--- config.mk ---
export PLATFORM = sky130hd
export DESIGN_NAME = ddr_cmd_gen
export DESIGN_NICKNAME = d
export VERILOG_FILES = /design/src/ddr_cmd_pkg.sv /design/src/csr_geometry.sv /design/src/addr_mapper.sv /design/src/burst_addr_counter.sv /design/src/burst_splitter.sv /design/src/ddr_cmd_gen.sv
export SDC_FILE = /design/constraint.sdc
export NUM_CORES = 1
export LEC_CHECK = 0
export BUFFER_PORTS_ARGS = -buffer_cell sky130_fd_sc_hd__buf_2
export CAP_MARGIN = 30
export CORE_ASPECT_RATIO = 0.8
export CORE_MARGIN = 4
export CORE_UTILIZATION = 62
export CTS_CLUSTER_SIZE = 25
export DETAILED_ROUTE_END_ITERATION = 8
export GPL_ROUTABILITY_DRIVEN = 0
export HOLD_SLACK_MARGIN = 0.02
export PLACE_DENSITY = 0.93
export SYNTH_ARGS = -nofsm -noshare
export SYNTH_HDL_FRONTEND = slang
export SYNTH_SLANG_ARGS = --single-unit
--- constraint.sdc ---
create_clock -name ctl_clk -period 4.9 [get_ports ctl_clk]
set_input_delay 0.49 -clock ctl_clk [delete_from_list [all_inputs] [get_ports ctl_clk]]
set_output_delay 0.49 -clock ctl_clk [all_outputs]
set_load 0.05 [all_outputs]
--- src/ddr_cmd_pkg.sv ---
// shared definitions for the ddr command generator
// default memory geometry, csr field widths, beat and burst constants
// address order and command size types

`default_nettype none

package ddr_cmd_pkg;

    ////////////////////////////////////////
    // default geometry for the top level
    ////////////////////////////////////////
    localparam int DEF_COL_WIDTH        = 12;
    localparam int DEF_ROW_WIDTH        = 16;
    localparam int DEF_BANK_WIDTH       = 3;
    localparam int DEF_CHIP_BITS        = 2;
    localparam int DEF_LOCAL_ADDR_WIDTH = 33;

    ////////////////////////////////////////
    // fixed widths and ratios
    ////////////////////////////////////////
    localparam int SIZE_WIDTH      = 6;  // local request size in beats
    localparam int CSR_COL_WIDTH   = 4;
    localparam int CSR_ROW_WIDTH   = 5;
    localparam int CSR_BANK_WIDTH  = 2;
    localparam int CSR_CS_WIDTH    = 2;
    localparam int BEAT_SHIFT      = 2;  // one local beat is 4 columns
    localparam int BURST_SHIFT     = 3;  // one burst of 8 is 8 columns
    localparam int BEATS_PER_BURST = 2;

    // bit offsets into the local address, largest is 15 + 31 + 3 - 2
    localparam int OFS_WIDTH = 6;

    // field order of the local address, top down
    typedef enum logic [0:0] {
        ORDER_ROW_BANK = 1'b0,  // chip, row, bank, column
        ORDER_BANK_ROW = 1'b1   // chip, bank, row, column
    } addr_order_t;

    typedef logic [1:0] cmd_size_t;  // local beats in one command, 1 or 2

endpackage

`default_nettype wire

--- src/csr_geometry.sv ---
// csr_geometry
// registers where each address field starts in the local address,
// the all-ones maximum of each field and the chip field flag

`default_nettype none

module csr_geometry #(
    parameter int col_width  = ddr_cmd_pkg::DEF_COL_WIDTH,
    parameter int row_width  = ddr_cmd_pkg::DEF_ROW_WIDTH,
    parameter int bank_width = ddr_cmd_pkg::DEF_BANK_WIDTH,
    parameter int chip_bits  = ddr_cmd_pkg::DEF_CHIP_BITS
) (
    input  wire logic                                   ctl_clk,
    input  wire logic                                   ctl_reset_n,
    input  wire logic [ddr_cmd_pkg::CSR_COL_WIDTH-1:0]  col_width_csr,
    input  wire logic [ddr_cmd_pkg::CSR_ROW_WIDTH-1:0]  row_width_csr,
    input  wire logic [ddr_cmd_pkg::CSR_BANK_WIDTH-1:0] bank_width_csr,
    input  wire logic [ddr_cmd_pkg::CSR_CS_WIDTH-1:0]   cs_width_csr,
    output logic [ddr_cmd_pkg::OFS_WIDTH-1:0]           col_offset,
    output logic [ddr_cmd_pkg::OFS_WIDTH-1:0]           col_row_offset,
    output logic [ddr_cmd_pkg::OFS_WIDTH-1:0]           col_bank_offset,
    output logic [ddr_cmd_pkg::OFS_WIDTH-1:0]           chip_offset,
    output logic [col_width-1:0]                        max_col,
    output logic [row_width-1:0]                        max_row,
    output logic [bank_width-1:0]                       max_bank,
    output logic [chip_bits-1:0]                        max_chip,
    output logic                                        cs_present
);
    import ddr_cmd_pkg::*;

    logic [OFS_WIDTH-1:0] col_w;   // column bits held in the local address
    logic [OFS_WIDTH-1:0] row_w;
    logic [OFS_WIDTH-1:0] bank_w;

    assign col_w  = OFS_WIDTH'(col_width_csr) - OFS_WIDTH'(BEAT_SHIFT);
    assign row_w  = OFS_WIDTH'(row_width_csr);
    assign bank_w = OFS_WIDTH'(bank_width_csr);

    always_ff @(posedge ctl_clk or negedge ctl_reset_n)
    begin
        if (!ctl_reset_n)
        begin
            col_offset      <= '0;
            col_row_offset  <= '0;
            col_bank_offset <= '0;
            chip_offset     <= '0;
            max_col         <= '0;
            max_row         <= '0;
            max_bank        <= '0;
            max_chip        <= '0;
            cs_present      <= 1'b0;
        end
        else
        begin
            col_offset      <= col_w;
            col_row_offset  <= col_w + row_w;
            col_bank_offset <= col_w + bank_w;
            chip_offset     <= col_w + row_w + bank_w;
            // low w bits set, fields narrower than the csr width saturate
            max_col         <= col_width'(~(32'hffff_ffff << col_width_csr));
            max_row         <= row_width'(~(32'hffff_ffff << row_width_csr));
            max_bank        <= bank_width'(~(32'hffff_ffff << bank_width_csr));
            max_chip        <= chip_bits'(~(32'hffff_ffff << cs_width_csr));
            cs_present      <= (cs_width_csr != '0);
        end
    end

endmodule

`default_nettype wire

--- src/addr_mapper.sv ---
// addr_mapper
// combinational split of the flat local beat address into
// chip, bank, row and column fields for either address order

`default_nettype none

module addr_mapper #(
    parameter int col_width        = ddr_cmd_pkg::DEF_COL_WIDTH,
    parameter int row_width        = ddr_cmd_pkg::DEF_ROW_WIDTH,
    parameter int bank_width       = ddr_cmd_pkg::DEF_BANK_WIDTH,
    parameter int chip_bits        = ddr_cmd_pkg::DEF_CHIP_BITS,
    parameter int local_addr_width = ddr_cmd_pkg::DEF_LOCAL_ADDR_WIDTH
) (
    input  wire logic [local_addr_width-1:0]            local_addr,
    input  wire ddr_cmd_pkg::addr_order_t               addr_order,
    input  wire logic [ddr_cmd_pkg::CSR_COL_WIDTH-1:0]  col_width_csr,
    input  wire logic [ddr_cmd_pkg::CSR_ROW_WIDTH-1:0]  row_width_csr,
    input  wire logic [ddr_cmd_pkg::CSR_BANK_WIDTH-1:0] bank_width_csr,
    input  wire logic [ddr_cmd_pkg::OFS_WIDTH-1:0]      col_offset,
    input  wire logic [ddr_cmd_pkg::OFS_WIDTH-1:0]      col_row_offset,
    input  wire logic [ddr_cmd_pkg::OFS_WIDTH-1:0]      col_bank_offset,
    input  wire logic [ddr_cmd_pkg::OFS_WIDTH-1:0]      chip_offset,
    input  wire logic                                   cs_present,
    output logic [chip_bits-1:0]                        map_cs,
    output logic [bank_width-1:0]                       map_bank,
    output logic [row_width-1:0]                        map_row,
    output logic [col_width-1:0]                        map_col
);
    import ddr_cmd_pkg::*;

    logic [OFS_WIDTH-1:0] row_base;  // first local bit of the row field
    logic [OFS_WIDTH-1:0] bank_base;

    // bits past the top of the local address read as zero
    function automatic logic addr_bit(input int idx);
        addr_bit = (idx < local_addr_width) ? local_addr[idx] : 1'b0;
    endfunction

    assign row_base  = (addr_order == ORDER_BANK_ROW) ? col_offset : col_bank_offset;
    assign bank_base = (addr_order == ORDER_BANK_ROW) ? col_row_offset : col_offset;

    ////////////////////////////////////////
    // column field with 4 columns per local beat
    ////////////////////////////////////////
    always_comb
    begin
        map_col = '0;  // low two column bits always zero
        for (int n = BEAT_SHIFT; n < col_width; n++)
        begin
            if (n < int'(col_width_csr))
                map_col[n] = local_addr[n - BEAT_SHIFT];
        end
    end

    always_comb
    begin
        map_row = '0;
        for (int j = 0; j < row_width; j++)
        begin
            if (j < int'(row_width_csr))
                map_row[j] = addr_bit(j + int'(row_base));
        end
    end

    always_comb
    begin
        map_bank = '0;
        for (int k = 0; k < bank_width; k++)
        begin
            if (k < int'(bank_width_csr))
                map_bank[k] = addr_bit(k + int'(bank_base));
        end
    end

    // chip field sits above everything else
    always_comb
    begin
        map_cs = '0;
        if (cs_present)
        begin
            for (int m = 0; m < chip_bits; m++)
                map_cs[m] = addr_bit(m + int'(chip_offset));
        end
    end

endmodule

`default_nettype wire

--- src/burst_addr_counter.sv ---
// burst_addr_counter
// current burst address, loaded from the mapper on accept and
// stepped one burst per taken command with wrap and carry

`default_nettype none

module burst_addr_counter #(
    parameter int col_width  = ddr_cmd_pkg::DEF_COL_WIDTH,
    parameter int row_width  = ddr_cmd_pkg::DEF_ROW_WIDTH,
    parameter int bank_width = ddr_cmd_pkg::DEF_BANK_WIDTH,
    parameter int chip_bits  = ddr_cmd_pkg::DEF_CHIP_BITS
) (
    input  wire logic                     ctl_clk,
    input  wire logic                     ctl_reset_n,
    input  wire logic                     load,
    input  wire logic                     step,
    input  wire ddr_cmd_pkg::addr_order_t addr_order,
    input  wire logic [col_width-1:0]     max_col,
    input  wire logic [row_width-1:0]     max_row,
    input  wire logic [bank_width-1:0]    max_bank,
    input  wire logic [chip_bits-1:0]     max_chip,
    input  wire logic [chip_bits-1:0]     map_cs,
    input  wire logic [bank_width-1:0]    map_bank,
    input  wire logic [row_width-1:0]     map_row,
    input  wire logic [col_width-1:0]     map_col,
    output logic [chip_bits-1:0]          cur_cs,
    output logic [bank_width-1:0]         cur_bank,
    output logic [row_width-1:0]          cur_row,
    output logic [col_width-1:0]          cur_col
);
    import ddr_cmd_pkg::*;

    logic [col_width-BURST_SHIFT-1:0] col_burst;  // column in units of one burst
    logic                             col_wrap;
    logic [row_width-1:0]             row_next;
    logic [bank_width-1:0]            bank_next;
    logic [chip_bits-1:0]             cs_next;

    assign col_burst = cur_col[col_width-1:BURST_SHIFT];
    assign col_wrap  = (col_burst == max_col[col_width-1:BURST_SHIFT]);
    assign row_next  = (cur_row == max_row) ? '0 : cur_row + 1'b1;
    assign bank_next = (cur_bank == max_bank) ? '0 : cur_bank + 1'b1;
    assign cs_next   = (cur_cs == max_chip) ? '0 : cur_cs + 1'b1;

    always_ff @(posedge ctl_clk or negedge ctl_reset_n)
    begin
        if (!ctl_reset_n)
        begin
            cur_cs   <= '0;
            cur_bank <= '0;
            cur_row  <= '0;
            cur_col  <= '0;
        end
        else if (load)
        begin
            cur_cs   <= map_cs & max_chip;  // chip bits above the csr width stay clear
            cur_bank <= map_bank;
            cur_row  <= map_row;
            cur_col  <= map_col;
        end
        else if (step)
        begin
            if (!col_wrap)
                cur_col[col_width-1:BURST_SHIFT] <= col_burst + 1'b1;
            else
            begin
                cur_col[col_width-1:BURST_SHIFT] <= '0;
                if (addr_order == ORDER_BANK_ROW)  // row, then bank, then chip
                begin
                    cur_row <= row_next;
                    if (cur_row == max_row)
                    begin
                        cur_bank <= bank_next;
                        if (cur_bank == max_bank)
                            cur_cs <= cs_next;
                    end
                end
                else  // bank, then row, then chip
                begin
                    cur_bank <= bank_next;
                    if (cur_bank == max_bank)
                    begin
                        cur_row <= row_next;
                        if (cur_row == max_row)
                            cur_cs <= cs_next;
                    end
                end
            end
        end
    end

endmodule

`default_nettype wire

--- src/burst_splitter.sv ---
// burst_splitter
// accepts local requests, counts down the remaining beats and
// drives the registered command strobes under back-pressure

`default_nettype none

module burst_splitter (
    input  wire logic                               ctl_clk,
    input  wire logic                               ctl_reset_n,
    input  wire logic                               local_read_req,
    input  wire logic                               local_write_req,
    input  wire logic [ddr_cmd_pkg::SIZE_WIDTH-1:0] local_size,
    input  wire logic                               local_autopch_req,
    input  wire logic                               ready_in,
    output logic                                    ready_out,
    output logic                                    load,
    output logic                                    step,
    output logic                                    read_req,
    output logic                                    write_req,
    output ddr_cmd_pkg::cmd_size_t                  size,
    output logic                                    autopch_req
);
    import ddr_cmd_pkg::*;

    logic                  accept;
    logic [SIZE_WIDTH-1:0] beats;     // request size, zero taken as one
    logic [SIZE_WIDTH-1:0] rem;       // beats left including the current command
    logic [SIZE_WIDTH-1:0] rem_next;

    // beats carried by a command given the beats still to go
    function automatic cmd_size_t cmd_beats(input logic [SIZE_WIDTH-1:0] left);
        cmd_beats = (left >= SIZE_WIDTH'(BEATS_PER_BURST)) ? cmd_size_t'(BEATS_PER_BURST)
                                                          : cmd_size_t'(1);
    endfunction

    assign accept   = ready_out && (local_read_req || local_write_req);
    assign load     = accept;
    assign step     = (read_req || write_req) && ready_in;  // command taken
    assign beats    = (local_size == '0) ? SIZE_WIDTH'(1) : local_size;
    assign rem_next = rem - SIZE_WIDTH'(BEATS_PER_BURST);

    always_ff @(posedge ctl_clk or negedge ctl_reset_n)
    begin
        if (!ctl_reset_n)
        begin
            ready_out   <= 1'b1;
            read_req    <= 1'b0;
            write_req   <= 1'b0;
            autopch_req <= 1'b0;
            size        <= '0;
            rem         <= '0;
        end
        else if (accept)
        begin
            ready_out   <= 1'b0;
            read_req    <= local_read_req;
            write_req   <= !local_read_req;
            autopch_req <= local_autopch_req;  // same flag on every command
            size        <= cmd_beats(beats);
            rem         <= beats;
        end
        else if (step)
        begin
            if (rem > SIZE_WIDTH'(BEATS_PER_BURST))
            begin
                rem  <= rem_next;
                size <= cmd_beats(rem_next);
            end
            else  // last command taken
            begin
                read_req    <= 1'b0;
                write_req   <= 1'b0;
                autopch_req <= 1'b0;
                ready_out   <= 1'b1;
            end
        end
    end

endmodule

`default_nettype wire

--- src/ddr_cmd_gen.sv ---
// ddr_cmd_gen
// top level: csr geometry, address mapper, burst address counter
// and burst splitter

`default_nettype none

module ddr_cmd_gen #(
    parameter int col_width        = ddr_cmd_pkg::DEF_COL_WIDTH,
    parameter int row_width        = ddr_cmd_pkg::DEF_ROW_WIDTH,
    parameter int bank_width       = ddr_cmd_pkg::DEF_BANK_WIDTH,
    parameter int chip_bits        = ddr_cmd_pkg::DEF_CHIP_BITS,
    parameter int local_addr_width = ddr_cmd_pkg::DEF_LOCAL_ADDR_WIDTH
) (
    input  wire logic                                   ctl_clk,
    input  wire logic                                   ctl_reset_n,
    input  wire logic                                   local_read_req,
    input  wire logic                                   local_write_req,
    input  wire logic [ddr_cmd_pkg::SIZE_WIDTH-1:0]     local_size,
    input  wire logic [local_addr_width-1:0]            local_addr,
    input  wire logic                                   local_autopch_req,
    input  wire ddr_cmd_pkg::addr_order_t               addr_order,
    input  wire logic [ddr_cmd_pkg::CSR_COL_WIDTH-1:0]  col_width_csr,
    input  wire logic [ddr_cmd_pkg::CSR_ROW_WIDTH-1:0]  row_width_csr,
    input  wire logic [ddr_cmd_pkg::CSR_BANK_WIDTH-1:0] bank_width_csr,
    input  wire logic [ddr_cmd_pkg::CSR_CS_WIDTH-1:0]   cs_width_csr,
    input  wire logic                                   ready_in,
    output logic                                        ready_out,
    output logic                                        read_req,
    output logic                                        write_req,
    output ddr_cmd_pkg::cmd_size_t                      size,
    output logic                                        autopch_req,
    output logic [chip_bits-1:0]                        cs_addr,
    output logic [bank_width-1:0]                       bank_addr,
    output logic [row_width-1:0]                        row_addr,
    output logic [col_width-1:0]                        col_addr
);
    import ddr_cmd_pkg::*;

    logic [OFS_WIDTH-1:0]  col_offset;
    logic [OFS_WIDTH-1:0]  col_row_offset;
    logic [OFS_WIDTH-1:0]  col_bank_offset;
    logic [OFS_WIDTH-1:0]  chip_offset;
    logic [col_width-1:0]  max_col;
    logic [row_width-1:0]  max_row;
    logic [bank_width-1:0] max_bank;
    logic [chip_bits-1:0]  max_chip;
    logic                  cs_present;
    logic [chip_bits-1:0]  map_cs;
    logic [bank_width-1:0] map_bank;
    logic [row_width-1:0]  map_row;
    logic [col_width-1:0]  map_col;
    logic                  load;
    logic                  step;

    csr_geometry #(
        .col_width(col_width), .row_width(row_width),
        .bank_width(bank_width), .chip_bits(chip_bits)
    ) geom0 (
        .ctl_clk, .ctl_reset_n, .col_width_csr, .row_width_csr, .bank_width_csr,
        .cs_width_csr, .col_offset, .col_row_offset, .col_bank_offset, .chip_offset,
        .max_col, .max_row, .max_bank, .max_chip, .cs_present
    );

    addr_mapper #(
        .col_width(col_width), .row_width(row_width), .bank_width(bank_width),
        .chip_bits(chip_bits), .local_addr_width(local_addr_width)
    ) map0 (
        .local_addr, .addr_order, .col_width_csr, .row_width_csr, .bank_width_csr,
        .col_offset, .col_row_offset, .col_bank_offset, .chip_offset, .cs_present,
        .map_cs, .map_bank, .map_row, .map_col
    );

    // the current burst address is the command address
    burst_addr_counter #(
        .col_width(col_width), .row_width(row_width),
        .bank_width(bank_width), .chip_bits(chip_bits)
    ) cnt0 (
        .ctl_clk, .ctl_reset_n, .load, .step, .addr_order,
        .max_col, .max_row, .max_bank, .max_chip,
        .map_cs, .map_bank, .map_row, .map_col,
        .cur_cs(cs_addr), .cur_bank(bank_addr), .cur_row(row_addr), .cur_col(col_addr)
    );

    burst_splitter split0 (
        .ctl_clk, .ctl_reset_n, .local_read_req, .local_write_req, .local_size,
        .local_autopch_req, .ready_in, .ready_out, .load, .step,
        .read_req, .write_req, .size, .autopch_req
    );

endmodule

`default_nettype wire

==> reports/results.tsv <==
stage	metric	value	unit
logic_synthesis	Synth area leader	dfrtp_1	
logic_synthesis	Ys Warns	0	
floorplan	num rows	43	
sta	RSZ-0062 raised after global routing	no	
cts	clock latency on the worst-skew pair	0.35	ns
sta	skew final	0.00784	ns
final_layout	multi-input gate area in the final layout	8150	um2
routing	initial DRC count	1838	
pwr	Power per Cell Area	451	nW/um2
sta	final hold vios	0	
logic_synthesis	synthesized cell area	11100	um2
pwr	peak supply drop	0.323	mV
cts	Setup Fix Bufs, Post-CTS	0	
logic_synthesis	Synth Register Bits	96	
worst_setup_path	crit-path cells	buf_2 > mux2i_4 > buf_4 > inv_2 > ha_1 > xnor2_4 > mux2i_1 > mux2i_1 > mux4_2 > a221oi_2 > o41ai_2	
run_status	status	finished, violations left	
final_layout	layout cell share with drive strength beyond 1	17.3	%
logic_synthesis	prevailing post-synth register cell	dfrtp_1	
routing	DRT antenna net count	0	
logic_synthesis	Synth top area share	21.5	%
final_layout	Inserted Diodes	0	
logic_synthesis	post-synth cell types	77	
global_routing	vias in the first global route	11200	
worst_hold_path	Hold WC Path Type	in2async	
sta	Tcrit/Tclk final	79.7	%
final_layout	most frequent cells in the layout	158 x mux2i_1, 158 x nand2_1, 95 x dfrtp_1	
cts	Reg clk slew, reported paths	0.07	ns
floorplan	total die area	20100	um2
sta	final setup fails	0	
routing	routed wire length	38.1	mm
worst_setup_path	Worst Path Required	5.11	ns
sta	setup tns final	0	ns
global_routing	largest net degree at the start of global routing	51	
global_routing	Overflow after GRT	0	
sta	Max Clock Freq	256	MHz
logic_synthesis	ys async rst share	100	%
cts	hold buffers post-CTS	0	
job	Max Cap Viol	0	
logic_synthesis	Seq/Total Area, Yosys	21.7	%
worst_setup_path	Worst EP arrival	4.11	ns
pwr	Static Leak	0.00504	uW
final_layout	filler instances	1297	
pwr	Overall Power	5370	uW
placed_design	hpwl dp	27.1	mm
final_layout	Area Overhead vs Synth	7.51	%
floorplan	I/O pins	98	
sta	Final min period	3.90	ns
cts	CTS Buffer Depth	2	
worst_setup_path	Crit-path slowest cell	xnor2_4	
sta	Final Slew Violations	0	
cts	CTS H-tree lvls	3	
routing	routed len/inst	24.8	um
worst_setup_path	crit-path max FO	22	
worst_setup_path	Worst Setup End Kind	register	
cts	CTS Buf Count	9	
final_layout	FF/Latch Area	2400	um2
placed_design	IO buf count	95	
cts	Root Driver	clkbuf_16	
floorplan	Die Wd	157	um
worst_setup_path	startpoint types	input port	
cts	CTS tree	built	
logic_synthesis	syn avg cell area	8.69	um2
logic_synthesis	Post-Syn Instances	1275	
worst_setup_path	WS Path Type	in2reg	
floorplan	initial core utilization	63.5	%
cts	post-cts sizing count	0	
routing	DRT Pass-1 Iters	9	
routing	drt via density	7.41	
sta	WHS	0.155	ns
sta	Slew HR	29.4	%
worst_setup_path	CP max stage delay	0.61	ns
worst_setup_path	Critical Path Most Common Cell	mux2i_1	
floorplan	Die Span Y	128	um
run_status	failing checks	design-rule violations	
logic_synthesis	Synth area leaders	dfrtp_1 21%, mux2i_1 15%, mux4_2 10%, nand2_1 5.4%, ha_1 5.0%	
routing	DR DRC count	5	
global_routing	first-pass GRT wire length	60.4	mm
floorplan	Core Box Area	17400	um2
global_routing	antenna violations before repair	1	
final_layout	net count reported at finish	1410	
cts	Sink Count	96	
routing	vias	11400	
global_routing	GRT Util Overall	38.0	%
sta	Worst Tran Pin Value	1.06	ns
logic_synthesis	number of synthesized flops with an enable pin	0	
## cell type report
class | instances | share of cell area (%)
Inverter | 35 | 1.10
Clock inverter | 7 | 0.704
Clock buffer | 9 | 1.89
Sequential cell | 96 | 20.2
Tap cell | 225 | 2.36
Multi-Input combinational cell | 1046 | 68.4
Timing Repair Buffer | 116 | 5.34
## cells by family (layout without fill, tap and decap cells)
kind of cell / count (synthesis) / after routing / synth area share (%)
and+or+nand+nor: 440 / 440 / 19.4
DFF: 96 / 96 / 21.7
adders and majority gates: 47 / 47 / 5.51
muxes: 224 / 224 / 26.4
xor gates and xnor gates: 99 / 99 / 8.30
buffers and inverters: 134 / 167 / 5.09
AOI/OAI and AO/OA: 234 / 234 / 13.6
other: 1 / 2 / 0.0339
## report_power, final
group          switching (uW)  leakage, uW  total [uW]  internal [uW]
logic                    2080      0.00379        3280           1200
clock network             333     0.000149         739            406
registers                 349      0.00110        1350           1000
total                    2760      0.00504        5370           2610
## state kept, by name, summed over array words and instances (netlist names), 2 cells and up
| signal | count |
|---|---|
| geom0.max_col | 9 |
| cnt0.cur_cs | 2 |
| geom0.chip_offset | 6 |
| geom0.max_bank | 3 |
| cnt0.cur_bank | 3 |
| geom0.col_offset | 5 |
| cnt0.cur_row | 16 |
| geom0.col_bank_offset | 6 |
| split0.size | 2 |
| split0.rem | 6 |
| geom0.max_chip | 2 |
| geom0.max_row | 16 |
| geom0.col_row_offset | 6 |
| cnt0.cur_col | 10 |
## metrics by stage
step           util, %  area, um2  instances  setup slack (ns)
3_5_place_dp      66.5      11600       1518             0.720
2_1_floorplan        -      11100       1276             0.998
6_report          68.3      11900       1534             0.997
3_3_place_gp      66.5      11600       1518             0.894
4_1_cts           68.3      11900       1534              1.08
5_1_grt           68.3      11900       1534             0.834
## final timing paths
path	slack (ns)	endpoint	cells after the start	startpoint
hold / removal	0.16	cnt0.cur_row[1]$_DFFE_PN0P_	1	ctl_reset_n
hold reg to reg	0.51	split0.autopch_req$_DFFE_PN0P_	2	split0.autopch_req$_DFFE_PN0P_
min in group ctl_clk	0.26	geom0.max_chip[1]$_DFF_PN0_	1	cs_width_csr[1]
setup / recovery	1.0	cnt0.cur_row[13]$_DFFE_PN0P_	11	addr_order
setup reg to reg	1.40	cnt0.cur_row[1]$_DFFE_PN0P_	11	geom0.col_offset[3]$_DFF_PN0_
max in group asynchronous	3.67	cnt0.cur_col[8]$_DFFE_PN0P_	2	ctl_reset_n
## Yosys cell counts (4+ instances only)
master,n
mux2i_1,161
nand2_1,158
dfrtp_1,95
a21oi_1,78
clkbuf_1,66
nor2_1,61
xnor2_1,54
nand3_1,52
mux4_2,50
ha_1,44
o21ai_0,44
xor2_1,41
nor3_1,38
inv_1,27
nand2b_1,25
buf_2,19
nand4_1,17
nor4_1,17
o211ai_1,16
and3_1,14
a31oi_1,13
a22oi_1,11
and2_1,9
mux2_2,9
nand3b_1,9
nor2b_1,9
inv_2,8
o31ai_1,8
a32oi_1,7
buf_1,7
nor3b_1,6
or2_2,6
a21o_1,5
o2111ai_1,5
or4_1,5
buf_4,4
nor4b_1,4
o21ai_1,4
o31a_1,4
## layer usage
layer	global-route usage (%)	part of all wire [%]	vias up
met3	13.5	17	318
met1	48.8	33	5215
met4	20.6	7.3	2
met2	56.2	43	1121
met5	0	0.034	-
li1	-	-	4715
## critical path, delay by kind of cell
family / cells / cell delay, ns
multiplexers: 4 / 1.36
buffers and inverters: 3 / 0.92
adder cells (fa/ha/maj): 1 / 0.30
XOR/XNOR: 1 / 0.61
AO/OA/AOI/OAI: 2 / 0.39
Note: power is estimated with default switching activity, not from simulation.
